### src/verilog/soc_pkg.sv
package soc_pkg;

    // Bus word and memory map.
    localparam int DATA_WIDTH      = 32;
    localparam int REGION_BITS     = 4;
    localparam int WORD_INDEX_BITS = DATA_WIDTH - REGION_BITS - 2;

    localparam logic [REGION_BITS-1:0] REGION_TCM   = 4'd0;
    localparam logic [REGION_BITS-1:0] REGION_UART  = 4'd1;
    localparam logic [REGION_BITS-1:0] REGION_TIMER = 4'd2;

    localparam int TCM_ADDR_WIDTH      = 10;    // 1024 words.
    localparam int RESET_FILTER_CYCLES = 4;

    // UART register map, as word offsets inside region 1.
    localparam logic [1:0] UART_REG_DATA   = 2'd0;
    localparam logic [1:0] UART_REG_STATUS = 2'd1;
    localparam logic [1:0] UART_REG_BAUD   = 2'd2;

    localparam int                   UART_BAUD_WIDTH = 16;
    localparam logic [UART_BAUD_WIDTH-1:0] UART_BAUD_RESET = 16'd16;  // Clocks per bit.

    // The interconnect looks at the region view, the slaves at the word view.
    typedef union packed
    {
        struct packed
        {
            logic [REGION_BITS-1:0]            region;
            logic [DATA_WIDTH-REGION_BITS-1:0] offset;
        } rgn;
        struct packed
        {
            logic [REGION_BITS-1:0]     region;
            logic [WORD_INDEX_BITS-1:0] index;
            logic [1:0]                 byte_off;
        } wrd;
    } bus_addr_t;

endpackage
### src/verilog/cycle_timer.sv
`timescale 1ns/100ps

module cycle_timer
(
    input  logic                           i_clk,
    input  logic                           i_reset,
    input  logic                           i_sel,
    input  logic                           i_wb_we,
    input  logic [soc_pkg::DATA_WIDTH-1:0] i_wb_dat,
    output logic [soc_pkg::DATA_WIDTH-1:0] o_dat,
    output logic                           o_ack
);

    import soc_pkg::*;

    logic                  w_access;
    logic                  r_ack;
    logic [DATA_WIDTH-1:0] r_count;
    logic [DATA_WIDTH-1:0] r_dat;

    assign w_access = i_sel && !r_ack;

    always_ff @(posedge i_clk)
    begin
        if (i_reset)
        begin
            r_ack   <= 1'b0;
            r_count <= '0;
        end
        else
        begin
            r_ack <= w_access;
            // A load replaces the increment for that cycle.
            r_count <= (w_access && i_wb_we) ? i_wb_dat : r_count + 1'b1;
        end
    end

    // Snapshot taken as the transfer is accepted.
    always_ff @(posedge i_clk)
    begin
        if (w_access)
        begin
            r_dat <= r_count;
        end
    end

    assign o_ack = r_ack;
    assign o_dat = r_dat;

endmodule

### config.mk
export PLATFORM = sky130hd
export DESIGN_NAME = cycle_timer
export DESIGN_NICKNAME = d
export VERILOG_FILES = /design/src/verilog/soc_pkg.sv /design/src/verilog/cycle_timer.sv
export SDC_FILE = /design/constraint.sdc
export NUM_CORES = 1
export LEC_CHECK = 0
export BUFFER_PORTS_ARGS = -buffer_cell sky130_fd_sc_hd__buf_2
export CORE_MARGIN = 2
export CORE_UTILIZATION = 40
export DETAILED_ROUTE_END_ITERATION = 8
export PLACE_DENSITY_LB_ADDON = 0.3
export SLEW_MARGIN = 15
export SYNTH_ARGS = -nofsm -noshare
export SYNTH_HDL_FRONTEND = slang
export SYNTH_SLANG_ARGS = --single-unit
### constraint.sdc
create_clock -name i_clk -period 5.4 [get_ports i_clk]
set_input_delay 0.27 -clock i_clk [delete_from_list [all_inputs] [get_ports i_clk]]
set_output_delay 0.27 -clock i_clk [all_outputs]
set_load 0.1 [all_outputs]
==> results.yml <==
outcome:
  status: "completed"
worst_setup_path:
  reg2reg_to: "r_count[22]"
  r2r_cells: 4
  crit_path_end: "r_count[22]"
  reg2reg_from: "o_ack"
  crit_path_max_fanout: 63
  crit_path_start: "o_ack"
  r2r_slack_ns: 2.85
  crit_path_start_kind: "flop"
  crit_required_ns: 5.55
  critPathCaptureType: "flop"
  critPathKind: "reg2reg"
  arrival_ns: 2.70
grt:
  antenna_found_initial: 0
  grt_pass1_wl_um: 8640
  grt_overflow_total: 0
  grt_max_degree: 64
  grt_use_total: 0.151
  grt_pass1_vias: 1833
sta:
  worst_pin_slew_ns: 1.12
  finalSetupViolCount: 0
  hold_violations: 0
  slew_headroom: 0.249
  slew_viol_final: 0
  rsz0062_at_grt: "false"
  setup_tns_ns: 0
  fmax_mhz: 392
  skew_ns: 0.00791
  finalCritPeriodShare: 0.472
  min_period_ns: 2.55
yosys:
  syn_avg_cell_area_um2: 11.5
  yosysWarnings: 0
  synth.area.top_cells: "edfxtp_1 35%, dfxtp_1 24%, a211oi_1 7.1%"
  synth_area_um2: 2740
  synth.distinct_cells: 34
  yosysTopAreaCellShare: 0.351
  synth_ff_type: "dfxtp_1"
  async_flop_share: 0
  yosys.area.top_type: "edfxtp_1"
  ys_ff_latch: 65
  synth_seq_area_share: 0.592
  synthCells: 238
  synth_edf_count: 32
  postSynthNetCount: 275
final_layout:
  mostFrequentLayoutCells: "68 x buf_2, 33 x nor2_1, 33 x dfxtp_1"
  final_core_util: 0.500
  layout_commonest_cell: "buf_2"
  layout-drive-gt1-share: 0.309
  areaGrowthSynthToFinish_pct: 22.7
  fill_cells: 621
  fin_cells: 391
  stdcell_area_um2: 3360
  n_antenna_cell: 0
  final_nets: 343
placed_design:
  place_area_um2: 3140
  port_buffers: 68
  place_inst: 375
  dpl.hpwl_um: 3760
  gp_congestion: 0.701
clocking:
  insertion_delay_ns: 0.33
  clockBufferDepth: 2
  ctsResizeCount: 0
  clock_sinks: 65
  numCtsBuffers: 9
  cts_setup_buffers: 0
  cts_tree: "yes"
  path_clk_slew_ns: 0.07
  cts_max_level: 3
  clk_root_buffer_cell: "clkbuf_8"
  cts_hold_buf: 0
route:
  via_count: 2010
  via_per_inst: 5.14
  first_pass_iters: 4
  drt_wl_total_um: 5550
  drt_iter0_drc: 103
  drcViolationCount: 0
  wl_per_cell_um: 14.2
  antenna_left: 0
floorplanning:
  core_um2: 6720
  initial_core_util: 0.408
  placementRows: 30
  die_x_um: 86.7
  die-area_um2: 7520
  num_io_pins: 69
  die_h_um: 86.7
pwr:
  power_density_nw_per_um2: 369
  leakagePower_nw: 1.25
  peakVddDrop_v: 0.000128
min_path:
  min_path_type: "in2reg"
  worstHoldStart: "i_wb_dat[1]"
flow_run:
  cap_violations: 0
synthesized netlist by cell type (2+ instances only):
library cell / instances
nor3_1: 4
a311oi_1: 3
nand3_1: 12
xor2_1: 11
nor2_1: 33
xnor2_1: 16
nand4_4: 2
nor3_2: 2
edfxtp_1: 32
and2_1: 3
clkbuf_1: 9
and4_1: 2
a211oi_2: 2
o21ai_0: 3
inv_1: 2
or3_1: 2
nand4_1: 6
nand2_1: 11
nor4_1: 9
a211oi_1: 26
nor2b_1: 2
and3_1: 2
dfxtp_1: 33
sequential cells by signal, indices dropped and copies added (netlist names):
register	count
o_ack	1
o_dat	32
r_count	32
how the worst min path moves through the flow:
stage	end	cells past startpoint	slack (ns)
3_3_place_gp	o_dat[31]	0	0.45
5_1_grt	r_count[1]	3	0.17
2_1_floorplan	r_count[1]	2	0.41
4_1_cts	r_count[1]	3	0.18
3_5_place_dp	o_dat[31]	0	0.45
6_report	r_count[1]	3	0.18
power breakdown:
part	internal, mW	switching, mW
Sequential	0.557	0.0289
Clock	0.269	0.175
Combinational	0.0411	0.168
per-stage QoR:
| stage | power (mW) | setup WS, ns | hold WS, ns |
|---|---|---|---|
| 2_1_floorplan | 0.762 | 2.04 | 0.414 |
| 3_3_place_gp | 0.803 | 2.88 | 0.448 |
| 3_5_place_dp | 0.806 | 2.81 | 0.445 |
| 4_1_cts | 1.25 | 2.84 | 0.176 |
| 5_1_grt | 1.29 | 2.58 | 0.168 |
| 6_report | 1.24 | 2.85 | 0.184 |
cell type report:
cell class / instances / area (um^2) / share of cell area
Clock buffer: 10 / 138 / 0.0410
Clock inverter: 6 / 81.3 / 0.0242
Inverter: 2 / 7.51 / 0.00223
Multi-Input combinational cell: 160 / 1070 / 0.319
Sequential cell: 65 / 1620 / 0.483
Tap cell: 80 / 100 / 0.0298
Timing Repair Buffer: 68 / 340 / 0.101
worst max-delay path, cell delays in order, from the launching register on:
cell,delay [ns]
dfxtp_1,0.33
nor2b_4,0.74
nand2_2,0.87
nor2_1,0.31
a211oi_1,0.09
cells by family (layout without fill, tap and decap cells):
group / Yosys count / count (layout) / synth area share
muxes: 1 / 1 / 0.00365
adders and majority gates: 1 / 1 / 0.00457
buffers and inverters: 13 / 86 / 0.0206
xor gates and xnor gates: 27 / 27 / 0.0863
AOI/OAI and AO/OA: 34 / 34 / 0.0955
DFF: 65 / 65 / 0.592
and+or+nand+nor: 97 / 97 / 0.197
metal layers:
| metal | vias to the layer above | GRT usage | wire length (um) |
|---|---|---|---|
| met5 | - | 0 | 0 |
| met4 | 0 | 0.0852 | 140 |
| met3 | 12 | 0.0352 | 233 |
| met2 | 50 | 0.229 | 2550 |
| met1 | 920 | 0.198 | 2630 |
| li1 | 1028 | - | - |
Power figures use the tool's default switching activity.
