**src/verilog/soc_pkg.sv**
```systemverilog
package soc_pkg;

    // Bus word and memory map.
    localparam int DATA_WIDTH      = 32;
    localparam int REGION_BITS     = 4;
    localparam int WORD_INDEX_BITS = DATA_WIDTH - REGION_BITS - 2;

    localparam logic [REGION_BITS-1:0] REGION_TCM   = 4'd0;
    localparam logic [REGION_BITS-1:0] REGION_UART  = 4'd1;
    localparam logic [REGION_BITS-1:0] REGION_TIMER = 4'd2;

    localparam int TCM_ADDR_WIDTH      = 10;    // 1024 words.
    localparam int RESET_FILTER_CYCLES = 4;

    // UART register map, as word offsets inside region 1.
    localparam logic [1:0] UART_REG_DATA   = 2'd0;
    localparam logic [1:0] UART_REG_STATUS = 2'd1;
    localparam logic [1:0] UART_REG_BAUD   = 2'd2;

    localparam int                   UART_BAUD_WIDTH = 16;
    localparam logic [UART_BAUD_WIDTH-1:0] UART_BAUD_RESET = 16'd16;  // Clocks per bit.

    // The interconnect looks at the region view, the slaves at the word view.
    typedef union packed
    {
        struct packed
        {
            logic [REGION_BITS-1:0]            region;
            logic [DATA_WIDTH-REGION_BITS-1:0] offset;
        } rgn;
        struct packed
        {
            logic [REGION_BITS-1:0]     region;
            logic [WORD_INDEX_BITS-1:0] index;
            logic [1:0]                 byte_off;
        } wrd;
    } bus_addr_t;

endpackage
```
**src/verilog/uart.sv**
```systemverilog
`timescale 1ns/100ps

module uart
(
    input  logic                           i_clk,
    input  logic                           i_reset,
    input  logic                           i_sel,
    input  logic                           i_wb_we,
    input  logic [soc_pkg::DATA_WIDTH-1:0] i_wb_adr,
    input  logic [soc_pkg::DATA_WIDTH-1:0] i_wb_dat,
    output logic [soc_pkg::DATA_WIDTH-1:0] o_dat,
    output logic                           o_ack,
    input  logic                           i_rx,
    output logic                           o_tx
);

    import soc_pkg::*;

    bus_addr_t                  w_adr;
    logic [1:0]                 w_reg;
    logic                       w_access;
    logic                       r_ack;
    logic [DATA_WIDTH-1:0]      r_dat;
    logic [UART_BAUD_WIDTH-1:0] r_baud;
    logic                       r_tx_busy;
    logic [9:0]                 r_tx_shift;
    logic [3:0]                 r_tx_bit;
    logic [UART_BAUD_WIDTH-1:0] r_tx_cnt;
    logic [1:0]                 r_rx_sync;
    logic                       r_rx_busy;
    logic [3:0]                 r_rx_bit;
    logic [UART_BAUD_WIDTH-1:0] r_rx_cnt;
    logic [7:0]                 r_rx_shift;
    logic [7:0]                 r_rx_data;
    logic                       r_rx_valid;

    assign w_adr    = i_wb_adr;
    assign w_reg    = w_adr.wrd.index[1:0];
    assign w_access = i_sel && !r_ack;

    // Bus side with registered read data, baud register and ack.
    always_ff @(posedge i_clk)
    begin
        if (i_reset)
        begin
            r_ack  <= 1'b0;
            r_baud <= UART_BAUD_RESET;
        end
        else
        begin
            r_ack <= w_access;
            if (w_access && i_wb_we && w_reg == UART_REG_BAUD)
            begin
                r_baud <= i_wb_dat[UART_BAUD_WIDTH-1:0];
            end
        end
    end

    always_ff @(posedge i_clk)
    begin
        if (w_access)
        begin
            case (w_reg)
                UART_REG_DATA:   r_dat <= DATA_WIDTH'(r_rx_data);
                UART_REG_STATUS: r_dat <= DATA_WIDTH'({r_rx_valid, r_tx_busy});
                UART_REG_BAUD:   r_dat <= DATA_WIDTH'(r_baud);
                default:         r_dat <= '0;
            endcase
        end
    end

    // Transmitter. The shifter holds start, data and stop bits, LSB out first.
    always_ff @(posedge i_clk)
    begin
        if (i_reset)
        begin
            r_tx_busy  <= 1'b0;
            r_tx_shift <= '1;                   // Line idles high.
            r_tx_bit   <= '0;
            r_tx_cnt   <= '0;
        end
        else if (!r_tx_busy)
        begin
            if (w_access && i_wb_we && w_reg == UART_REG_DATA)
            begin
                r_tx_shift <= {1'b1, i_wb_dat[7:0], 1'b0};
                r_tx_busy  <= 1'b1;
                r_tx_bit   <= '0;
                r_tx_cnt   <= '0;
            end
        end
        else if (r_tx_cnt == r_baud - 1'b1)
        begin
            r_tx_cnt   <= '0;
            r_tx_shift <= {1'b1, r_tx_shift[9:1]};
            r_tx_bit   <= r_tx_bit + 1'b1;
            if (r_tx_bit == 4'd9)
            begin
                r_tx_busy <= 1'b0;              // Stop bit has been on the line long enough.
            end
        end
        else
        begin
            r_tx_cnt <= r_tx_cnt + 1'b1;
        end
    end

    assign o_tx = r_tx_shift[0];

    // Receiver. The first sample lands half a bit after the start edge.
    always_ff @(posedge i_clk)
    begin
        if (i_reset)
        begin
            r_rx_sync  <= 2'b11;
            r_rx_busy  <= 1'b0;
            r_rx_valid <= 1'b0;
        end
        else
        begin
            r_rx_sync <= {r_rx_sync[0], i_rx};
            if (w_access && !i_wb_we && w_reg == UART_REG_DATA)
            begin
                r_rx_valid <= 1'b0;             // Reading DATA consumes the byte.
            end
            if (!r_rx_busy)
            begin
                if (!r_rx_sync[1])
                begin
                    r_rx_busy <= 1'b1;
                    r_rx_bit  <= '0;
                    r_rx_cnt  <= r_baud >> 1;
                end
            end
            else if (r_rx_cnt != '0)
            begin
                r_rx_cnt <= r_rx_cnt - 1'b1;
            end
            else
            begin
                r_rx_cnt <= r_baud - 1'b1;
                r_rx_bit <= r_rx_bit + 1'b1;
                if (r_rx_bit == 4'd0 && r_rx_sync[1])
                begin
                    r_rx_busy <= 1'b0;          // Start bit did not hold, so it was noise.
                end
                else if (r_rx_bit == 4'd9)
                begin
                    r_rx_busy <= 1'b0;
                    if (r_rx_sync[1])
                    begin
                        r_rx_data  <= r_rx_shift;
                        r_rx_valid <= 1'b1;
                    end
                end
                else if (r_rx_bit != 4'd0)
                begin
                    r_rx_shift <= {r_rx_sync[1], r_rx_shift[7:1]};
                end
            end
        end
    end

    assign o_ack = r_ack;
    assign o_dat = r_dat;

endmodule

```
**config.mk**
```make
export PLATFORM = sky130hd
export DESIGN_NAME = uart
export DESIGN_NICKNAME = d
export VERILOG_FILES = /design/src/verilog/soc_pkg.sv /design/src/verilog/uart.sv
export SDC_FILE = /design/constraint.sdc
export NUM_CORES = 1
export LEC_CHECK = 0
export BUFFER_PORTS_ARGS = -buffer_cell sky130_fd_sc_hd__clkbuf_2
export CORE_MARGIN = 2
export CORE_UTILIZATION = 55
export DETAILED_ROUTE_END_ITERATION = 8
export PLACE_DENSITY = 0.79
export SKIP_CTS_REPAIR_TIMING = 1
export SLEW_MARGIN = 40
export SYNTH_ARGS = -nofsm -noshare
export SYNTH_HDL_FRONTEND = slang
export SYNTH_SLANG_ARGS = --single-unit
export TNS_END_PERCENT = 30
```
**constraint.sdc**
```tcl
create_clock -name i_clk -period 5.8 [get_ports i_clk]
set_clock_uncertainty 0.2 [all_clocks]
set_input_delay 1.16 -clock i_clk [delete_from_list [all_inputs] [get_ports i_clk]]
set_output_delay 1.16 -clock i_clk [all_outputs]
set_load 0.02 [all_outputs]
```
==> metrics <==
status=finished, final reports clean; post-synthesis async set-or-reset flop share=0%; switch share=25.6%; fraction of synthesized area in multiplexers=3.62%; DR DRC count=0; proportion of netlist area held by the largest area contributor=27.7%; combinational cell fraction of total power=9.2%; Critical Path Max Stage Delay=about 0.46 ns; critical hold path startpoint=r_rx_sync[0]$_SDFF_PP1_; number of antenna diodes=0; Placer Congestion=about 0.94; Seq pwr share=a little under three fifths; destination of the worst register-to-register timing path=r_tx_shift[0]$_SDFFE_PP1P_; Distinct cells, synth=70; remaining antenna violation count after routing=0; startpoint type of the worst setup path=register; Max Freq=0.280 GHz; sequential area share after synthesis=about 46%; RSZ-0062 raised after global routing=no; Die ar.=around 11000 sq um; sum of routed wire length over all layers=12100 um; Area Overhead vs Synth=6.50%; WP depth=10; initial detailed-routing violation count=308; final design utilization=60.9%; maximum number of pins on one net before global-route repair=50; final global-route overflow total=0; peak fanout along the critical path=11; total via count in the routed design=4311; Port Buffer Count=40; cells traversed along the worst timing path=inv_1 -> ha_1 -> nor3b_2 -> nand3_1 -> a2111oi_0 -> o2111ai_1 -> nor4_4 -> a31oi_1 -> buf_4 -> a221o_2; number of hold-slack violations in the final timing report=0; clock root buffer=clkbuf_8; CP top delay family=compound AO/OA/AOI/OAI gates; number of top-level pins=103; pwr dens=231 nW/um^2; clock insertion delay at the later pin of the skew report=about 0.38 ns; parity-gate share of the synthesized area counting xor and xnor cells=8.41%; initial antenna violation count=0; TritonCTS sink count=~100; adder and majority gate portion of the synthesized area=2.00%; worst-case hold path end point=r_rx_sync[1]$_SDFF_PP1_; sequential cell area=2580 sq um; leading cell type in the layout, fill and taps excluded=nand2_1; FF-to-FF path depth=10; dominant combinational cell family by area after synthesis=simple AND/OR/NAND/NOR gates; number of buffers and inverters on the critical path=2; Peak supply drop=0.140 mV; Crit-path slowest cell=dfxtp_1; HPWL reported at the end of detailed placement=8740 um; library cell with the largest summed area after synthesis=edfxtp_1; number of standard-cell rows in the floorplan=36; Yosys Warn Count=0; Synth Cell Area=5640 sq um; cell area after layout=6010 sq um; post-CTS clock slew at the launch and capture registers of the worst setup and hold paths=about 0.10 ns; critical path required time=5.88 ns; count of endpoints failing setup in the final report=0; Synth Area in Compound Gates=between 10% and 20%; transition at the pin with the smallest max-transition slack=0.780 ns; main flop type after synthesis=edfxtp_1; most frequent cells in the layout=61 x nand2_1, 52 x edfxtp_1, 51 x dfxtp_1, 42 x nor2_1, 40 x clkbuf_2; number of H-tree levels=3; Crit Path Class=reg2reg; post-layout min period=3.57 ns; deepest clock path buffer count=2; number of CTS-inserted buffers=9; Die Span Y=105 um; standard cell core area=9860 sq um; worst min path class=reg2reg; total net switching power=0.354 mW; top cells by area, synth=edfxtp_1 28%, dfxtp_1 18%, xnor2_1 4.2%, nand2_1 4.1%, xor2_1 3.4%; iteration count of the initial detailed-routing pass=7; Internal Dissipation=1.03 mW; max-capacitance violation count=0; critical path arrival=3.65 ns; DIE WIDTH=105 um; Final Max Slew Viols=0; Post-Synth Simple-Gate Area=20.9%; number of stages on the worst hold path=1; final-layout fill cell count=between 800 and 900; slew margin rel.=between 40% and 50%; category of the worst setup path capture point=register; register bit total from synthesis=103; Mapped Avg Cell Area=9.77 sq um; first-pass GRT wire length=19700 um; Final nets=676; part of the cycle the worst path needs=61.6%; initial core utilization=between 50 and 60%; area taken by multi-input logic gates=2730 sq um; slack of the worst reg-to-reg path=2.23 ns; number of instances in the synthesized netlist=just under 600; R2R Path Start=r_baud[0]$_SDFFE_PP0P_; GRT Overall Usage=22.5%; standard cell area after detailed placement=around 5800 sq um; share of final-layout standard cells stronger than drive strength 1=roughly 15%; Leak Pwr=2.25 nW; vias in the first global route=3948; power share of the clock group=33.3%; number of synthesized flops with an enable pin=between 50 and 60; TritonCTS clock tree=yes; vias per cell=5.86; total negative slack for setup checks=0 ns; routed wirelength normalized by instance count=approximately 16 um
-- kinds of logic after synthesis --
| logic type | after synthesis |
|---|---|
| muxes | 20 |
| DFF | 103 |
| other | 1 |
| buffers and inverters | 73 |
| adders and majority gates | 9 |
| xor gates and xnor gates | 51 |
| AOI/OAI and AO/OA | 101 |
| and+or+nand+nor | 219 |
-- worst register-to-register path, cell delays in order (launching register included) --
cell	delay, ns
dfxtp_1	0.46
inv_1	0.14
ha_1	0.28
nor3b_2	0.37
nand3_1	0.22
a2111oi_0	0.43
o2111ai_1	0.23
nor4_4	0.39
a31oi_1	0.16
buf_4	0.23
a221o_2	0.39
-- final cells by class --
class	instances	area share [%]
Multi-Input combinational cell	416	45.4
Tap cell	133	2.77
Clock buffer	10	2.12
Timing Repair Buffer	46	4.08
Clock inverter	6	1.27
Sequential cell	103	43.0
Inverter	22	1.38
-- cell usage after synthesis, types with 3 or more instances --
master and number:
buf_2 3, dfxtp_1 51, mux2i_1 17, a21oi_1 26, nor4_4 3, nand2_1 61, nand3_1 11, buf_4 18
nor4b_1 3, o211ai_1 6, or4_1 4, mux2_2 3, or2_2 3, xor2_1 22, edfxtp_1 52, nand4_1 8
nor2_1 43, clkbuf_1 22, nor4_1 9, a21o_1 6, xnor2_1 27, inv_1 22, nor3_1 25, o311ai_0 3
nor2b_1 12, and2_1 12, and4_1 4, and3_1 4, buf_6 6, o21ai_0 18, a211oi_1 13, a211o_1 3
ha_1 9
-- state kept, by name, summed over array words and instances (netlist names), 2 cells and up --
register and count:
r_baud 16, r_rx_data 8, r_tx_cnt 16, r_rx_shift 8
o_dat 16, r_tx_bit 4, r_tx_shift 9, r_rx_sync 2
r_rx_cnt 16, r_rx_bit 4
-- worst max-delay path by stage --
| stage | start | end |
|---|---|---|
| floorplan | r_rx_cnt[6]$_DFFE_PP_ | r_rx_data[0]$_DFFE_PP_ |
| global placement | i_sel | r_tx_shift[0]$_SDFFE_PP1P_ |
| detailed placement | i_sel | r_tx_shift[0]$_SDFFE_PP1P_ |
| CTS | r_baud[0]$_SDFFE_PP0P_ | r_tx_shift[0]$_SDFFE_PP1P_ |
| global route | r_baud[0]$_SDFFE_PP0P_ | r_tx_shift[0]$_SDFFE_PP1P_ |
| finish | r_baud[0]$_SDFFE_PP0P_ | r_tx_shift[0]$_SDFFE_PP1P_ |
-- metrics by stage --
stage | setup slack, ns | instances | hold WS, ns | total power, mW
CTS | 2.25 | 736 | 0.237 | 1.39
detailed placement | 2.11 | 720 | 0.211 | 0.940
global route | 1.96 | 736 | 0.248 | 1.43
finish | 2.23 | 736 | 0.232 | 1.39
floorplan | 2.27 | 592 | 0.189 | 0.914
global placement | 2.13 | 720 | 0.193 | 0.936
-- power by group through the flow --
stage | Sequential, mW | Combinational (mW) | Clock, mW
6_report | 0.798 | 0.127 | 0.461
5_1_grt | 0.800 | 0.139 | 0.491
4_1_cts | 0.797 | 0.126 | 0.465
3_5_place_dp | 0.814 | 0.126 | 0
3_3_place_gp | 0.813 | 0.123 | 0
2_1_floorplan | 0.814 | 0.0999 | 0
-- routing by layer --
metal	GRT usage [%]	vias up	share of wire, %
met5	0	-	0
met4	9.14	0	2.4
met3	4.33	30	6.5
met2	35.6	160	47
met1	30.4	2054	44
li1	-	2067	-
Power figures use the tool's default switching activity.
