File: src/verilog/soc_pkg.sv
package soc_pkg;

    // Bus word and memory map.
    localparam int DATA_WIDTH      = 32;
    localparam int REGION_BITS     = 4;
    localparam int WORD_INDEX_BITS = DATA_WIDTH - REGION_BITS - 2;

    localparam logic [REGION_BITS-1:0] REGION_TCM   = 4'd0;
    localparam logic [REGION_BITS-1:0] REGION_UART  = 4'd1;
    localparam logic [REGION_BITS-1:0] REGION_TIMER = 4'd2;

    localparam int TCM_ADDR_WIDTH      = 10;    // 1024 words.
    localparam int RESET_FILTER_CYCLES = 4;

    // UART register map, as word offsets inside region 1.
    localparam logic [1:0] UART_REG_DATA   = 2'd0;
    localparam logic [1:0] UART_REG_STATUS = 2'd1;
    localparam logic [1:0] UART_REG_BAUD   = 2'd2;

    localparam int                   UART_BAUD_WIDTH = 16;
    localparam logic [UART_BAUD_WIDTH-1:0] UART_BAUD_RESET = 16'd16;  // Clocks per bit.

    // The interconnect looks at the region view, the slaves at the word view.
    typedef union packed
    {
        struct packed
        {
            logic [REGION_BITS-1:0]            region;
            logic [DATA_WIDTH-REGION_BITS-1:0] offset;
        } rgn;
        struct packed
        {
            logic [REGION_BITS-1:0]     region;
            logic [WORD_INDEX_BITS-1:0] index;
            logic [1:0]                 byte_off;
        } wrd;
    } bus_addr_t;

endpackage
File: src/verilog/reset_filter.sv
`timescale 1ns/100ps

module reset_filter
(
    input  logic i_clk,
    input  logic i_reset,
    output logic o_reset
);

    import soc_pkg::*;

    // Counts clean cycles since the last time i_reset was seen high.
    logic [$clog2(RESET_FILTER_CYCLES+1)-1:0] r_count;

    always_ff @(posedge i_clk)
    begin
        if (i_reset)
        begin
            r_count <= '0;                      // Any pulse restarts the wait.
        end
        else if (o_reset)
        begin
            r_count <= r_count + 1'b1;          // Stops once the count is reached.
        end
    end

    // Asserted at once with the external reset, released only after
    // RESET_FILTER_CYCLES quiet cycles.
    assign o_reset = i_reset || (int'(r_count) != RESET_FILTER_CYCLES);

endmodule

File: config.mk
export PLATFORM = sky130hd
export DESIGN_NAME = reset_filter
export DESIGN_NICKNAME = d
export VERILOG_FILES = /design/src/verilog/soc_pkg.sv /design/src/verilog/reset_filter.sv
export SDC_FILE = /design/constraint.sdc
export NUM_CORES = 1
export LEC_CHECK = 0
export BUFFER_PORTS_ARGS = -buffer_cell sky130_fd_sc_hd__buf_2
export CORE_AREA = 2 2 39 41
export DETAILED_ROUTE_END_ITERATION = 7
export DIE_AREA = 0 0 41 43
export SYNTH_ARGS = -nofsm -noshare
export SYNTH_HDL_FRONTEND = slang
export SYNTH_SLANG_ARGS = --single-unit
File: constraint.sdc
create_clock -name i_clk -period 1.25 [get_ports i_clk]
set_clock_uncertainty 0.1 [all_clocks]
set_input_delay 0.125 -clock i_clk [delete_from_list [all_inputs] [get_ports i_clk]]
set_output_delay 0.125 -clock i_clk [all_outputs]
set_load 0.05 [all_outputs]
==> results of run 1 <==
==> routing by layer <==
metal	vias up	part of all wire [%]
li1	81	-
met1	76	34
met2	9	55
met3	6	5.4
met4	0	5.4
met5	-	0
==> power groups by stage <==
stage          Combinational [mW]  Clock (mW)  Sequential, mW
2_1_floorplan              0.0457           0           0.117
3_3_place_gp               0.0595           0           0.118
3_5_place_dp               0.0641           0           0.118
4_1_cts                    0.0933       0.179           0.118
5_1_grt                     0.110       0.192           0.120
6_report                   0.0983       0.170           0.120
==> kinds of logic (layout without fill, tap and decap cells) <==
group	Yosys count	in the layout	synth area share (%)
AO/OA/AOI/OAI	4	4	17.8
buffers and inverters	2	13	4.65
AND/OR/NAND/NOR	6	6	24.8
flip-flops	3	3	37.2
adder cells (fa/ha/maj)	2	2	15.5
==> stage by stage <==
stage | instance area, µm² | hold WS, ns | utilization, %
floorplan | 164 | 0.0941 | -
global placement | 201 | 0.247 | 14.6
detailed placement | 201 | 0.248 | 14.6
CTS | 282 | 0.444 | 20.3
global route | 282 | 0.501 | 20.3
finish | 282 | 0.447 | 20.3
==> how the worst min path moves through the flow <==
stage / startpoint / to / slack (ns) / depth (start not counted)
3_5_place_dp: i_reset / r_count[2]$_SDFFE_PP0P_ / 0.25 / 2
6_report: r_count[2]$_SDFFE_PP0P_ / r_count[1]$_SDFFE_PP0P_ / 0.45 / 2
5_1_grt: r_count[2]$_SDFFE_PP0P_ / r_count[0]$_SDFFE_PP0P_ / 0.50 / 2
2_1_floorplan: i_reset / r_count[0]$_SDFFE_PP0P_ / 0.09 / 1
3_3_place_gp: i_reset / r_count[1]$_SDFFE_PP0P_ / 0.25 / 2
4_1_cts: r_count[2]$_SDFFE_PP0P_ / r_count[1]$_SDFFE_PP0P_ / 0.44 / 2
==> worst min-delay path, delay by kind of cell, from the launching register on <==
family	cells	cell delay, ns
flops	1	0.36
simple gates	1	0.09
compound gates	1	0.05
==> cell usage after synthesis (all sizes together) <==
cell type,n,share of area [%]
ha,2,16
nand3b,1,4.7
inv,2,4.7
a21o,1,5.4
a21bo,1,6.2
dfxtp,3,37
nand3,2,6.2
a21oi,2,6.2
and3b,1,5.4
nor2,1,2.3
nor3,1,6.2
==> layout by cell type, fill, tap and decap left out <==
master / synthesis / routed
buf_6: 0 / 1
buf_4: 0 / 3
nor3_2: 1 / 1
dfxtp_2: 0 / 2
ha_1: 2 / 1
buf_2: 0 / 1
a21oi_1: 2 / 2
ha_4: 0 / 1
and3b_1: 1 / 1
clkbuf_4: 0 / 3
a21bo_2: 1 / 1
nand3_1: 2 / 2
nand3b_1: 1 / 1
dlygate4sd3_1: 0 / 2
clkbuf_1: 0 / 1
a21o_2: 1 / 1
dfxtp_1: 3 / 1
inv_2: 0 / 2
nor2_1: 1 / 1
==> repair_timing <==
action	4_1_cts	5_1_grt
resized for setup	6	1
hold buffers	2	0
pin swaps	1	1
gates cloned	0	0
endpoints found under the setup margin	1	1
endpoints found under the hold margin	2	0
setup buffers	2	0
==> final cells by class <==
class	count	area (µm²)	share of cell area [%]
multi-input cells	12	106	37.8
well taps	16	20.0	7.11
clock buffers	4	26.3	9.33
repair buffers	7	58.8	20.9
inverters	2	7.51	2.67
flip-flops and latches	3	62.6	22.2
==> results by group, run 1 <==
Clock tree
  • Worst-path clk slew: 0.04 ns
  • Clk_lat worst skew: 0.23 ns
  • Clk sink count: 3
  • CTS root buf: clkbuf_4
  • Total CTS buffers: 3
  • Deepest clock path buffer count: 2
  • TritonCTS clock tree: yes
  • CTS H-tree depth: 1

Worst hold path
  • Hold crit path type: flop to flop

Route
  • Iteration-0 DRC Markers: 1
  • Final wirelength: 410 µm
  • TritonRoute pass-1 iters: 4
  • DR DRC count: 0
  • WL/cell: 9.32 µm
  • Routed via count: 172
  • DR vias/cell: 3.91
  • Final ANT Viol Nets: 0

Floorplanning
  • Vert. Die Dim: 43 µm
  • I/O pin total: 3
  • Die area: 1760 µm²
  • Chip width: 41 µm
  • Core area: 1380 µm²
  • Site row count: 14
  • Starting density of the core: 11.7%

STA
  • Final WS setup: 0.0143 ns
  • Max_slew headroom: 85.0%
  • RSZ-0062 raised after global routing: true
  • Fin. max-slew vios: 0
  • Period utilisation layout: 98.9%
  • Final setup viols: 0
  • Min Tclk post-route: 1.24 ns
  • Final Hold Fails: 0
  • Setup TNS Final: 0 ns
  • Worst slew pin tran: 0.225 ns
  • Fmax: 0.809 GHz

Pwr
  • Leak Pwr: 0.124 nW
  • Sequential fraction of design power: 30.8%
  • Pint: 0.285 mW
  • Sw frac: 26.5%
  • Combinational Power Share: 25.4%
  • Total Power: 0.388 mW
  • VDD IR-drop max: 0.000580 V
  • Clock power frac: 43.8%
  • Power Density: 1380 nW/µm²
  • NetSw: 0.103 mW

Global route
  • Global route total overflow: 0
  • Met3 usage: 4.71%
  • Met1 usage in global routing: 3.51%
  • Antenna violations before repair: 0
  • Tot GR Track Use: 6.31%
  • First-pass GRT wire length: 600 µm
  • Vias in the first global route: 152
  • Largest net degree at the start of global routing: 8
  • Global Route met2 Usage: 9.69%
  • Busiest layer in global routing: met2

Layout
  • # diodes: 0
  • Final std cells w/o fill: 44
  • Largest Register: r_count
  • # fillers: 161
  • Max reg flops: 3
  • Layout cells sized above 1: 57.1%
  • Largest registers: r_count (3)
  • Post-layout nets: 33
  • Layout area overhead: 74.4%

Critical path
  • CP Launch Type: flop
  • Critical R2R Capture: r_count[1]$_SDFFE_PP0P_
  • Buf/Inv on CP: 2
  • Worst R2R Path Depth: 5
  • WP data arrival: 1.01 ns
  • WS Path Type: flop to primary output
  • CP Launch Point: r_count[1]$_SDFFE_PP0P_
  • CP max-delay cell: dfxtp_2
  • Crit path to: o_reset
  • CP max stage delay: 0.33 ns
  • CP Max Fanout: 2
  • Worst R2R Setup Slack: 0.08 ns
  • CP delay by family, top: flip-flops
  • Crit-path cells: inv_2 > ha_4 > nand3b_1 > buf_6
  • CP Capture Type: primary output
  • RR Startpoint: r_count[1]$_SDFFE_PP0P_
  • Crit path depth: 4
  • CP Data Required Time: 1.02 ns

Placement
  • Routability congestion estimate: 0.685
  • IO Port Bufs: 2
  • Placed insts: 36
  • Post-DP HPWL: 221 µm
  • Setup WS pre-CTS: 0.0561 ns

Synth
  • Register area share after synthesis: 37.2%
  • Syn avg cell area: 9.49 µm²
  • Net count after synthesis: 21
  • Synth Cell Area: 161 µm²
  • Yosys reg bits: 3
  • Cells after Synth: 17
  • Cell variety after synth: 11
  • Yosys warnings: 0

Flow run
  • MaxCap Viol Count: 0

Status
  • Run status: completed
No activity file was read; power rests on OpenSTA's default activity.
==> run 2: changes to the inputs <==
--- a/config.mk
+++ b/config.mk
@@ -5,10 +5,11 @@
 export SDC_FILE = /design/constraint.sdc
 export NUM_CORES = 1
 export LEC_CHECK = 0
-export BUFFER_PORTS_ARGS = -buffer_cell sky130_fd_sc_hd__buf_2
 export CORE_AREA = 2 2 39 41
 export DETAILED_ROUTE_END_ITERATION = 7
 export DIE_AREA = 0 0 41 43
+export DONT_BUFFER_PORTS = 1
+export RECOVER_POWER = 100
 export SYNTH_ARGS = -nofsm -noshare
 export SYNTH_HDL_FRONTEND = slang
 export SYNTH_SLANG_ARGS = --single-unit
==> constraint.sdc (replaced) <==
create_clock -name i_clk -period 1.25 [get_ports i_clk]
set_clock_uncertainty 0.1 [all_clocks]
set_input_delay 0.1875 -clock i_clk [delete_from_list [all_inputs] [get_ports i_clk]]
set_output_delay 0.1875 -clock i_clk [all_outputs]
set_load 0.05 [all_outputs]
==> run 2 against run 1 <==
  * The run now ends with setup timing left
  * Total power fell by 5.7%
  * Sequential power barely moved
  * Cell area fell by 6.7%
  * Clock power fell by 2%
  * Core utilization fell by 1.4 points
  * Worst hold slack got worse by 0.054 ns
  * Largest cell class unchanged
==> results by group, run 2 (synthesized netlist as in run 1, its figures left out) <==
STA
  • Hold_ws: 0.393 ns (-0.0544 ns)
  • Final Hold Fails: 0 (unchanged)
  • Final setup viols: 1 (+1)
  • Fin. max-slew vios: 0 (unchanged)
  • Worst slew pin tran: 0.206 ns (-0.0196 ns)
  • Min Tclk post-route: 1.32 ns (+0.0849 ns)
  • Max_slew headroom: 86.3% (+1.3 points)
  • Final WS setup: -0.0706 ns (-0.0849 ns)
  • Period utilisation layout: 106% (+6.8 points)
  • Fmax: 0.757 GHz (-6.4%)
  • RSZ-0062 raised after global routing: true

Status
  • Violated checks: setup timing
  • Run status: complete, but fails checks

Critical path
  • Worst R2R Setup Slack: 0.08 ns (about the same)
  • Buf/Inv on CP: 2 (unchanged)
  • CP Capture Type: primary output
  • WS Path Type: flop to primary output
  • CP Data Required Time: 0.96 ns (-0.06 ns)
  • WP data arrival: 1.03 ns (+0.02 ns)
  • CP delay by family, top: flip-flops
  • CP max-delay cell: dfxtp_2
  • Crit-path cells: inv_2 > ha_4 > nand3b_1 > buf_12
  • CP max stage delay: 0.32 ns (about the same)
  • CP Launch Type: flop
  • CP Max Fanout: 2 (unchanged)

Global route
  • Antenna violations before repair: 0 (unchanged)
  • Tot GR Track Use: 5.41% (-0.91 points)
  • Global route total overflow: 0 (unchanged)
  • Largest net degree at the start of global routing: 8 (unchanged)
  • Vias in the first global route: 150 (-1.3%)
  • First-pass GRT wire length: 593 µm (-1.2%)

Route
  • DR vias/cell: 3.54 (-9.5%)
  • TritonRoute pass-1 iters: 2 (-2)
  • DR DRC count: 0 (unchanged)
  • Iteration-0 DRC Markers: 1 (unchanged)
  • Routed via count: 145 (-16%)
  • Final ANT Viol Nets: 0 (unchanged)
  • WL/cell: 7.63 µm (-18%)
  • Final wirelength: 313 µm (-24%)

Floorplanning
  • Starting density of the core: 11.7% (unchanged)
  • Chip width: 41 µm (unchanged)
  • Core area: 1380 µm² (unchanged)
  • Vert. Die Dim: 43 µm (unchanged)
  • Die area: 1760 µm² (unchanged)
  • I/O pin total: 3 (unchanged)
  • Site row count: 14 (unchanged)

Layout
  • Layout cells sized above 1: 52.0% (-5.1 points)
  • Post-layout nets: 30 (-9.1%)
  • Largest registers: r_count (3)
  • Most common cell after layout, fill and taps aside: clkbuf_4
  • Final std cells w/o fill: 41 (-6.8%)
  • Largest Register: r_count
  • Max reg flops: 3 (unchanged)
  • # diodes: 0 (unchanged)
  • Layout area overhead: 62.8%

Pwr
  • Clock power frac: 45.4% (+1.6 points)
  • Combinational Power Share: 21.7% (-3.7 points)
  • VDD IR-drop max: 0.000520 V (-10%)
  • Pint: 0.275 mW (-3.7%)
  • Sw frac: 24.9% (-1.6 points)
  • NetSw: 0.0912 mW (-11%)
  • Power Density: 1390 nW/µm² (+1.1%)
  • Sequential fraction of design power: 32.9% (+2.1 points)
  • Leak Pwr: 0.113 nW (-8.8%)

Clock tree
  • Total CTS buffers: 3 (unchanged)
  • Clk sink count: 3 (unchanged)
  • CTS root buf: clkbuf_4
  • Worst-path clk slew: 0.03 ns (about the same)
  • Clk_lat worst skew: 0.23 ns (about the same)
  • TritonCTS clock tree: yes
  • Deepest clock path buffer count: 2 (unchanged)
  • CTS H-tree depth: 1 (unchanged)

Flow run
  • MaxCap Viol Count: 0 (unchanged)

Placement
  • Routability congestion estimate: 0.656 (-4.3%)
  • IO Port Bufs: 0 (-2)
  • Placed insts: 34 (-5.6%)

Worst hold path
  • Hold crit path type: flop to flop
-- run 2: cell count changes in the layout (fill, tap and decap cells not counted), sizes merged --
cell and change:
buf -2, dlygate4sd3 -1
-- run 2: final timing paths --
| check | to | from | cells after the start |
|---|---|---|---|
| max | o_reset | r_count[0]$_SDFFE_PP0P_ | 4 |
| min | r_count[1]$_SDFFE_PP0P_ | r_count[1]$_SDFFE_PP0P_ | 2 |
| max reg2reg | r_count[1]$_SDFFE_PP0P_ | r_count[0]$_SDFFE_PP0P_ | 5 |
| min reg2reg | r_count[1]$_SDFFE_PP0P_ | r_count[1]$_SDFFE_PP0P_ | 2 |
-- run 2: metal layers --
metal / vias up / track usage, % / wire length [µm]
met1: 70 / 6.37 / 140
met3: 0 / 3.14 / 8
met5: - / 0 / 0
li1: 74 / - / -
met4: 0 / 6.00 / 0
met2: 1 / 5.94 / 163
-- run 2: worst register-to-register path, cell delays in order (launching register included) --
cell     delay, ns
dfxtp_2       0.33
inv_2         0.05
ha_4          0.15
buf_4         0.14
a21bo_2       0.20
a21oi_1       0.13
-- run 2: stage by stage --
stage               TNS [ns]  power (mW)  setup WS, ns  util [%]  cell area [µm²]
detailed placement         0       0.176        0.0664      14.8              205
global route          -0.116       0.400        -0.116      19.0              263
CTS                  -0.0740       0.377       -0.0740      19.3              268
floorplan                  0       0.164       0.00295         -              165
global placement           0       0.174        0.0796      14.8              205
finish               -0.0706       0.366       -0.0706      19.0              263
-- run 2: layout make-up --
type	count	area, µm²
clock buffer	4	26.3
fill	151	1120
timing repair buffer	4	45.0
sequential	3	62.6
inverter	2	7.51
multi-input combinational	12	101
tap	16	20.0
-- run 2: power by group through the flow --
stage	registers (mW)	clock network, mW	logic (mW)
after CTS	0.120	0.177	0.0804
after global placement	0.120	0	0.0534
final	0.120	0.166	0.0795
after floorplan	0.118	0	0.0458
after detailed placement	0.120	0	0.0555
after global routing	0.122	0.186	0.0925
-- run 2: repair_timing --
action,in CTS,in global routing
hold buffers,1,0
resized for setup,4,0
setup buffers,2,0
setup endpoints to repair,1,1
hold endpoints to repair,3,0
pin swaps,1,0
