### src/verilog/soc_pkg.sv
package soc_pkg;

    // Bus word and memory map.
    localparam int DATA_WIDTH      = 32;
    localparam int REGION_BITS     = 4;
    localparam int WORD_INDEX_BITS = DATA_WIDTH - REGION_BITS - 2;

    localparam logic [REGION_BITS-1:0] REGION_TCM   = 4'd0;
    localparam logic [REGION_BITS-1:0] REGION_UART  = 4'd1;
    localparam logic [REGION_BITS-1:0] REGION_TIMER = 4'd2;

    localparam int TCM_ADDR_WIDTH      = 10;    // 1024 words.
    localparam int RESET_FILTER_CYCLES = 4;

    // UART register map, as word offsets inside region 1.
    localparam logic [1:0] UART_REG_DATA   = 2'd0;
    localparam logic [1:0] UART_REG_STATUS = 2'd1;
    localparam logic [1:0] UART_REG_BAUD   = 2'd2;

    localparam int                   UART_BAUD_WIDTH = 16;
    localparam logic [UART_BAUD_WIDTH-1:0] UART_BAUD_RESET = 16'd16;  // Clocks per bit.

    // The interconnect looks at the region view, the slaves at the word view.
    typedef union packed
    {
        struct packed
        {
            logic [REGION_BITS-1:0]            region;
            logic [DATA_WIDTH-REGION_BITS-1:0] offset;
        } rgn;
        struct packed
        {
            logic [REGION_BITS-1:0]     region;
            logic [WORD_INDEX_BITS-1:0] index;
            logic [1:0]                 byte_off;
        } wrd;
    } bus_addr_t;

endpackage
### src/verilog/bus_interconnect.sv
`timescale 1ns/100ps

module bus_interconnect
(
    input  logic                           i_clk,
    input  logic                           i_reset,
    input  logic                           i_wb_cyc,
    input  logic                           i_wb_stb,
    input  logic [soc_pkg::DATA_WIDTH-1:0] i_wb_adr,
    output logic                           o_tcm_sel,
    output logic                           o_uart_sel,
    output logic                           o_timer_sel,
    input  logic [soc_pkg::DATA_WIDTH-1:0] i_tcm_dat,
    input  logic                           i_tcm_ack,
    input  logic [soc_pkg::DATA_WIDTH-1:0] i_uart_dat,
    input  logic                           i_uart_ack,
    input  logic [soc_pkg::DATA_WIDTH-1:0] i_timer_dat,
    input  logic                           i_timer_ack,
    output logic [soc_pkg::DATA_WIDTH-1:0] o_wb_dat,
    output logic                           o_wb_ack
);

    import soc_pkg::*;

    bus_addr_t w_adr;
    logic      w_req;
    logic      w_unmapped_sel;
    logic      r_unmapped_ack;

    assign w_adr = i_wb_adr;
    assign w_req = i_wb_cyc && i_wb_stb;

    // One-hot selects, since the region field has a single value at a time.
    assign o_tcm_sel   = w_req && (w_adr.rgn.region == REGION_TCM);
    assign o_uart_sel  = w_req && (w_adr.rgn.region == REGION_UART);
    assign o_timer_sel = w_req && (w_adr.rgn.region == REGION_TIMER);

    assign w_unmapped_sel = w_req && !o_tcm_sel && !o_uart_sel && !o_timer_sel;

    // Regions 3 to 15 get a default slave so the master never waits forever.
    always_ff @(posedge i_clk)
    begin
        if (i_reset)
        begin
            r_unmapped_ack <= 1'b0;
        end
        else
        begin
            r_unmapped_ack <= w_unmapped_sel && !r_unmapped_ack;
        end
    end

    // The master holds the address until ack, so the region still steers the return path.
    always_comb
    begin
        case (w_adr.rgn.region)
            REGION_TCM:
            begin
                o_wb_dat = i_tcm_dat;
                o_wb_ack = i_tcm_ack;
            end
            REGION_UART:
            begin
                o_wb_dat = i_uart_dat;
                o_wb_ack = i_uart_ack;
            end
            REGION_TIMER:
            begin
                o_wb_dat = i_timer_dat;
                o_wb_ack = i_timer_ack;
            end
            default:
            begin
                o_wb_dat = '0;                  // Unmapped reads return zero.
                o_wb_ack = r_unmapped_ack;
            end
        endcase
    end

endmodule

### config.mk
export PLATFORM = sky130hd
export DESIGN_NAME = bus_interconnect
export DESIGN_NICKNAME = d
export VERILOG_FILES = /design/src/verilog/soc_pkg.sv /design/src/verilog/bus_interconnect.sv
export SDC_FILE = /design/constraint.sdc
export NUM_CORES = 1
export LEC_CHECK = 0
export BUFFER_PORTS_ARGS = -buffer_cell sky130_fd_sc_hd__buf_2
export CAP_MARGIN = 20
export CORE_AREA = 3 3 65 67
export CTS_BUF_LIST = sky130_fd_sc_hd__clkbuf_4 sky130_fd_sc_hd__clkbuf_8
export DETAILED_ROUTE_END_ITERATION = 8
export DIE_AREA = 0 0 68 70
export MAX_ROUTING_LAYER = met4
export PLACE_DENSITY = 0.72
export SYNTH_ARGS = -nofsm -noshare
export SYNTH_HDL_FRONTEND = slang
export SYNTH_SLANG_ARGS = --single-unit
### constraint.sdc
create_clock -name i_clk -period 3.15 [get_ports i_clk]
set_clock_uncertainty 0.1 [all_clocks]
set_input_delay 0.315 -clock i_clk [delete_from_list [all_inputs] [get_ports i_clk]]
set_output_delay 0.315 -clock i_clk [all_outputs]
set_load 0.02 [all_outputs]
==> results.json, run 1 <==
{
  "timing.fmax_ghz": 0.539,
  "status": "finished, final reports clean",
  "hpwl_um": 2970,
  "row_count": 22,
  "slew_headroom": 0.784,
  "worstHoldEndpoint": "r_unmapped_ack",
  "synth.yosys.seq_area_share": 0.0302,
  "grt_pass1_wl_um": 4900,
  "synth_area_um2": 662,
  "layout.nets": 365,
  "wl_um": 3450,
  "syn-mean-instance-area_um2": 7.44,
  "r2r_end": "r_unmapped_ack",
  "grt_pass1_vias": 1199,
  "synthDistinctLibCells": 15,
  "postCtsSetupBuffers": 0,
  "drc_errors": 0,
  "io_buffers": 142,
  "power_density_nw_per_um2": 123,
  "start_kind": "input port",
  "critPathCaptureType": "output pin",
  "cp.required_ps": 2730,
  "num_vias": 1357,
  "ant_nets": 0,
  "timing.critical_path.from": "i_wb_adr[28]",
  "power_switching_w": 0.0000794,
  "syn_nets": 224,
  "r2r_cells": 2,
  "power_frac_seq": 0.078,
  "tightest_slew_ps": 324,
  "p_int_w": 0.0000941,
  "ctsHoldBuffers": 0,
  "yosys_warnings": 0,
  "drv_cap": 0,
  "fin_tns_setup_ps": 0,
  "antenna_cells": 0,
  "drive_gt1_frac": 0.667,
  "whs_ps": 443,
  "ys_seq_elements": 1,
  "die_h_um": 70,
  "min-delay-start": "r_unmapped_ack",
  "ir_drop_v": 0.0000720,
  "crit_type": "in2out",
  "worst_slack_ps": 1300,
  "setup_viol": 0,
  "cts-resized-gates": 0,
  "gp_congestion": 0.822,
  "p_sw_frac": 0.458,
  "clkTransAtPathRegs_ps": 0,
  "slew_violations": 0,
  "die_area_um2": 4760,
  "largest-register": "r_unmapped_ack",
  "p_comb_frac": 0.922,
  "grt_max_degree": 18,
  "largest_reg_flops": 1,
  "die_w_um": 68,
  "finalHoldViolations": 0,
  "post-route-min-period_ps": 1850,
  "top_regs": "r_unmapped_ack (1)",
  "worstPathMaxFanout": 17,
  "drt_iter0_drc": 122,
  "synth_cells": 89,
  "fillers": 403,
  "dp_slack_ps": 1290,
  "critPathArrivalTime_ps": 1440,
  "start_util": 0.179,
  "grt_overflow_total": 0,
  "rsz0062_at_grt": "false",
  "area_delta_synth_final_pct": 114,
  "first_pass_iters": 6,
  "ioPinCount": 171,
  "grt_usage": 0.124,
  "worst_hold_path_type": "reg2reg",
  "core-area_um2": 3690,
  "period_share": 0.589,
  "antenna_found_initial": 0,
  "vias_per_cell": 4.92,
  "clock_latency_ps": 0,
  "wl_per_cell_um": 12.5,
  "pwr-share-clk": 0,
  "hold_path_depth": 2,
  "r2r_start": "r_unmapped_ack",
  "p_leak_nw": 1.06,
  "r2r_slack_ps": 2380
}
-- cell usage in the layout (no fill, tap or decap) --
| master | count |
|---|---|
| buf_2 | 142 |
| a222oi_1 | 32 |
| inv_1 | 32 |
| buf_4 | 6 |
| and3_1 | 3 |
| nor4b_4 | 2 |
| nor2_1 | 2 |
| nand2_1 | 2 |
| nor4_4 | 1 |
| a21o_2 | 1 |
| o21ai_0 | 1 |
| a21oi_1 | 1 |
| a31oi_1 | 1 |
| and4b_1 | 1 |
| dfxtp_1 | 1 |
-- worst max-delay path, cell delays in order --
cell and delay [ps]:
buf_2 160, nor4b_4 150, buf_4 190, a222oi_1 390, inv_1 70, buf_2 160
-- cell usage after synthesis, drive strengths merged --
| cell | number | area [um^2] |
|---|---|---|
| nand2 | 2 | 7.51 |
| a222oi | 32 | 320 |
| nor2 | 2 | 7.51 |
| nor4b | 2 | 47.6 |
| nor4 | 1 | 21.3 |
| o21ai | 1 | 5.00 |
| a31oi | 1 | 6.26 |
| inv | 32 | 120 |
| a21o | 1 | 8.76 |
| and4b | 1 | 10.0 |
| a21oi | 1 | 5.00 |
| dfxtp | 1 | 20.0 |
| and3 | 3 | 18.8 |
| buf | 9 | 63.8 |
-- kinds of logic (layout without fill, tap and decap cells) --
group / Yosys count / in the layout / synth area share
simple gates: 11 / 11 / 0.170
flops: 1 / 1 / 0.0302
buf+inv: 41 / 180 / 0.278
compound gates: 36 / 36 / 0.522
-- worst max path at each step --
stage                              end  cells after the start
after floorplan             o_uart_sel                      3
after global placement    o_wb_dat[28]                      6
after detailed placement  o_wb_dat[28]                      6
after CTS                 o_wb_dat[28]                      6
after global routing      o_wb_dat[27]                      6
final                      o_wb_dat[6]                      6
-- metal layers --
layer | GRT usage | part of all wire
met4 | 0.00442 | 0.0032
met2 | 0.243 | 0.53
met5 | - | 0
met1 | 0.138 | 0.36
met3 | 0.00965 | 0.11
-- cell type report --
cell class | count | area [um^2] | area share
sequential | 1 | 20.0 | 0.0142
inverter | 32 | 120 | 0.0850
tap | 48 | 60.1 | 0.0425
multi-input combinational | 47 | 458 | 0.324
timing repair buffer | 148 | 756 | 0.535
-- stage by stage --
step           area (um^2)  total power (W)  std cells  utilization
4_1_cts               1410         0.000174        276        0.383
6_report              1410         0.000174        276        0.383
3_3_place_gp          1410         0.000171        276        0.383
3_5_place_dp          1410         0.000174        276        0.383
5_1_grt               1410         0.000188        276        0.383
2_1_floorplan          662        0.0000791         89            -
-- power groups by stage --
stage	sequential (W)	clock [W]	combinational (W)
finish	0.0000135	0	0.000160
CTS	0.0000136	0	0.000161
global placement	0.0000136	0	0.000157
detailed placement	0.0000136	0	0.000161
global route	0.0000136	0	0.000174
floorplan	0.0000135	0	0.0000655
Note: power is estimated with default switching activity, not from simulation.
==> run 2: changes to the inputs <==
- CORE_AREA: 3 3 65 67 -> 3 3 66 68
- DIE_AREA: 0 0 68 70 -> 0 0 69 71
- PLACE_DENSITY: 0.72 -> 0.73
- clock period: 3.15 -> 1.58 ns (I/O delays scaled with it)
==> run 2 against run 1 <==
  * Wire length up 2.3%
  * Via count down 1.3%
  * First-iteration DRC count up 0.82%
  * Critical path depth unchanged
  * Global-route usage up 0.53 points
  * Die area up 2.9%
  * Cell area up 6.3%
  * Core utilization up 0.064 points
  * Combinational power up 110%
  * Hold slack worse by 71 ps
  * Critical path type unchanged
  * Largest cell class unchanged
==> results.json, run 2 (synthesis gave the netlist of run 1 again) <==
{
  "critPathCaptureType": "output pin",
  "num_vias": 1339,
  "finalHoldViolations": 0,
  "postLayoutCellArea_um2": 1500,
  "seq_area_um2": 20.0,
  "largest_reg_flops": 1,
  "dpl_cell_area_um2": 1440,
  "top_regs": "r_unmapped_ack (1)",
  "p_leak_nw": 1.07,
  "die_w_um": 69,
  "grt_overflow_total": 0,
  "wl_um": 3530,
  "setup_viol": 0,
  "first_pass_iters": 6,
  "timing.fmax_ghz": 0.658,
  "clkTransAtPathRegs_ps": 0,
  "post-route-min-period_ps": 1520,
  "core-area_um2": 3910,
  "period_share": 0.962,
  "tightest_slew_ps": 363,
  "io_buffers": 142,
  "crit_type": "in2out",
  "power_frac_seq": 0.074,
  "fillers": 411,
  "drc_errors": 0,
  "utilization": 0.384,
  "grt_usage": 0.130,
  "row_count": 23,
  "ioPinCount": 171,
  "antenna_found_initial": 0,
  "hpwl_um": 2970,
  "clock_latency_ps": 0,
  "worst_hold_path_type": "in2reg",
  "multi_input_comb_area_um2": 458,
  "grt_pass1_vias": 1181,
  "grt_pass1_wl_um": 5440,
  "worstPathMaxFanout": 17,
  "rsz0062_at_grt": "true",
  "wl_per_cell_um": 12.7,
  "die_h_um": 71,
  "gp_congestion": 0.762,
  "status": "finished, final reports clean",
  "critPathArrivalTime_ps": 1260,
  "largest-register": "r_unmapped_ack",
  "final_cell_mix": "buf_2, a222oi_1, inv_1",
  "slew_violations": 0,
  "ant_nets": 0,
  "final_common_cell": "buf_2",
  "cp.required_ps": 1320,
  "power_density_nw_per_um2": 243,
  "layout.nets": 365,
  "p_int_w": 0.000204,
  "power_switching_w": 0.000161,
  "slew_headroom": 0.757,
  "area_delta_synth_final_pct": 127,
  "grt_max_degree": 18,
  "start_kind": "input port",
  "ir_drop_v": 0.000144,
  "antenna_cells": 0,
  "vias_per_cell": 4.82,
  "pwr-share-clk": 0,
  "p_sw_frac": 0.441,
  "drt_iter0_drc": 123,
  "die_area_um2": 4900,
  "whs_ps": 372,
  "p_comb_frac": 0.926,
  "start_util": 0.169,
  "drive_gt1_frac": 0.667,
  "drv_cap": 0
}
[run 2: cell count changes in the layout (fill, tap and decap cells not counted)]
cell / before / now
buf_12: 0 / 2
buf_2: 142 / 131
buf_6: 0 / 9
[run 2: power by group through the flow]
stage,logic (W),clock network (W),registers (W)
final,0.000338,0,0.0000271
after global routing,0.000366,0,0.0000272
after CTS,0.000324,0,0.0000271
after detailed placement,0.000323,0,0.0000271
after global placement,0.000317,0,0.0000271
after floorplan,0.000131,0,0.0000270
[run 2: timing repair]
item	CTS	global route
resized for setup	0	22
endpoints found under the hold margin	0	0
buffers inserted	0	6
endpoints found under the setup margin	0	29
hold buffers	0	0
[run 2: area by class of cell]
type,count,area share
repair buffers,148,0.560
multi-input cells,47,0.305
inverters,32,0.0799
well taps,50,0.0416
flip-flops and latches,1,0.0133
[run 2: path summary, 6_finish.rpt]
path / start / end / slack (ps) / cells past startpoint
max: i_wb_adr[28] / o_wb_dat[9] / 60 / 6
min: i_reset / r_unmapped_ack / 370 / 2
max reg2reg: r_unmapped_ack / r_unmapped_ack / 770 / 2
min reg2reg: r_unmapped_ack / r_unmapped_ack / 470 / 2
[run 2: metal layers]
layer,vias to the layer above,part of all wire,track usage
li1,649,-,-
met1,599,0.36,0.156
met2,89,0.54,0.239
met3,2,0.098,0.0185
met4,0,0.0034,0.00651
met5,-,0,-
[run 2: metrics by stage]
step	std cells	setup WS, ps	setup TNS, ps	total power (W)
after floorplan	89	307	0	0.000158
after global placement	278	42.0	0	0.000344
after detailed placement	278	22.1	0	0.000350
after CTS	278	21.5	0	0.000351
after global routing	278	-15.9	-15.9	0.000394
final	278	60.5	0	0.000365
[run 2: critical path: stages]
cell,delay (ps)
buf_4,150
nor4b_4,150
buf_12,160
a222oi_1,390
inv_1,100
buf_6,150
==> run 3: changes to the inputs <==
- RECOVER_POWER: default -> 100
==> run 3 against run 2 <==
  * Die area did not move
  * Fmax down 0.13%
  * Sequential cell count unchanged
  * Sequential share of layout area about the same
  * Hold slack about the same
  * Total power decreased by 0.22%
  * Sequential power hardly changed
  * Largest power group unchanged
  * Highest routed layer unchanged
  * Combinational power about the same
  * Critical path type unchanged
  * Largest cell class unchanged
  * Cell area is essentially flat
  * Register-to-register slack about the same
==> results.json, run 3 (synthesis gave the netlist of run 1 again) <==
{
  "wl_per_cell_um": 12.7,
  "power_switching_w": 0.000161,
  "start_kind": "input port",
  "cp.required_ps": 1320,
  "worst-path-stages": 6,
  "slew_violations": 0,
  "antenna_found_initial": 0,
  "crit_type": "in2out",
  "r2r_cells": 2,
  "die_w_um": 69,
  "grt_overflow_total": 0,
  "fin_tns_setup_ps": 0,
  "clock_latency_ps": 0,
  "critPathArrivalTime_ps": 1260,
  "grt_use_met2": 0.239,
  "top_regs": "r_unmapped_ack (1)",
  "drv_cap": 0,
  "grt_pass1_wl_um": 5440,
  "ant_nets": 0,
  "status": "finished, final reports clean",
  "worstPathMaxFanout": 17,
  "rsz0062_at_grt": "true",
  "largest_reg_flops": 1,
  "grt_max_degree": 18,
  "first_pass_iters": 8,
  "ctsHoldBuffers": 0,
  "drc_errors": 0,
  "cp_top_family": "buffers and inverters",
  "p_int_w": 0.000203,
  "ir_drop_v": 0.000144,
  "finalHoldViolations": 0,
  "drt_iter0_drc": 124,
  "area_delta_synth_final_pct": 127,
  "fillers": 412,
  "vias_per_cell": 4.83,
  "gp_congestion": 0.762,
  "io_buffers": 142,
  "gr-usage-met3": 0.0185,
  "power_density_nw_per_um2": 243,
  "timing.fmax_ghz": 0.657,
  "drive_gt1_frac": 0.662,
  "die_h_um": 71,
  "post-route-min-period_ps": 1520,
  "critPathMaxStageDelay_ps": 390,
  "grt_pass1_vias": 1181,
  "tightest_slew_ps": 363,
  "start_util": 0.169,
  "path_cells": "buf_4 > nor4b_4 > buf_12 > a222oi_1 > inv_1 > buf_6",
  "row_count": 23,
  "path_buf_inv": 4,
  "busiest_layer": "met2",
  "hold_path_depth": 2,
  "final_cell_mix": "buf_2, a222oi_1, inv_1",
  "wl_um": 3530,
  "num_vias": 1343,
  "pwr-share-clk": 0,
  "crit_path_top_delay_cell": "a222oi_1",
  "largest-register": "r_unmapped_ack",
  "worst_hold_path_type": "in2reg",
  "critPathCaptureType": "output pin",
  "utilization": 0.384,
  "period_share": 0.963,
  "setup_viol": 0,
  "postLayoutCellArea_um2": 1500,
  "layout.nets": 365,
  "power_frac_seq": 0.074,
  "final_common_cell": "buf_2",
  "ioPinCount": 171,
  "gr-usage-met1": 0.156,
  "die_area_um2": 4900,
  "grt_usage": 0.130,
  "core-area_um2": 3910,
  "antenna_cells": 0,
  "p_leak_nw": 1.07,
  "dpl_cell_area_um2": 1440,
  "p_comb_frac": 0.926,
  "slew_headroom": 0.757,
  "hpwl_um": 2970,
  "clkTransAtPathRegs_ps": 0,
  "p_sw_frac": 0.442
}
-- run 3: cell type report --
cell class | instances | area [um^2] | area share
Inverter | 32 | 120 | 0.0800
Timing Repair Buffer | 148 | 841 | 0.560
Sequential cell | 1 | 20.0 | 0.0133
Tap cell | 50 | 62.6 | 0.0417
Multi-Input combinational cell | 47 | 458 | 0.305
-- run 3: layer usage --
layer,share of wire,vias to the layer above
met1,0.35,606
met3,0.10,2
met5,0,-
li1,-,648
met4,0.0034,0
met2,0.55,87
-- run 3: per-stage QoR --
stage	hold slack, ps	cells	total power, W	worst slack [ps]
floorplan	249	89	0.000158	307
global placement	372	278	0.000344	42.0
detailed placement	379	278	0.000350	22.1
CTS	379	278	0.000351	21.5
global route	398	278	0.000393	-15.9
finish	371	278	0.000364	58.6
-- run 3: power groups by stage --
stage               clock network [W]  registers [W]  logic [W]
finish                              0      0.0000271   0.000337
global route                        0      0.0000272   0.000366
CTS                                 0      0.0000271   0.000324
detailed placement                  0      0.0000271   0.000323
global placement                    0      0.0000271   0.000317
floorplan                           0      0.0000270   0.000131
-- run 3: repair_timing --
action / CTS / global route
resized for setup: 0 / 22
setup buffers: 0 / 6
setup endpoints to repair: 0 / 29
-- run 3: worst paths after layout --
| path | slack, ps | to | startpoint |
|---|---|---|---|
| hold / removal | 370 | r_unmapped_ack | i_reset |
| setup / recovery | 60 | o_wb_dat[9] | i_wb_adr[28] |
| setup reg to reg | 770 | r_unmapped_ack | r_unmapped_ack |
| hold reg to reg | 470 | r_unmapped_ack | r_unmapped_ack |
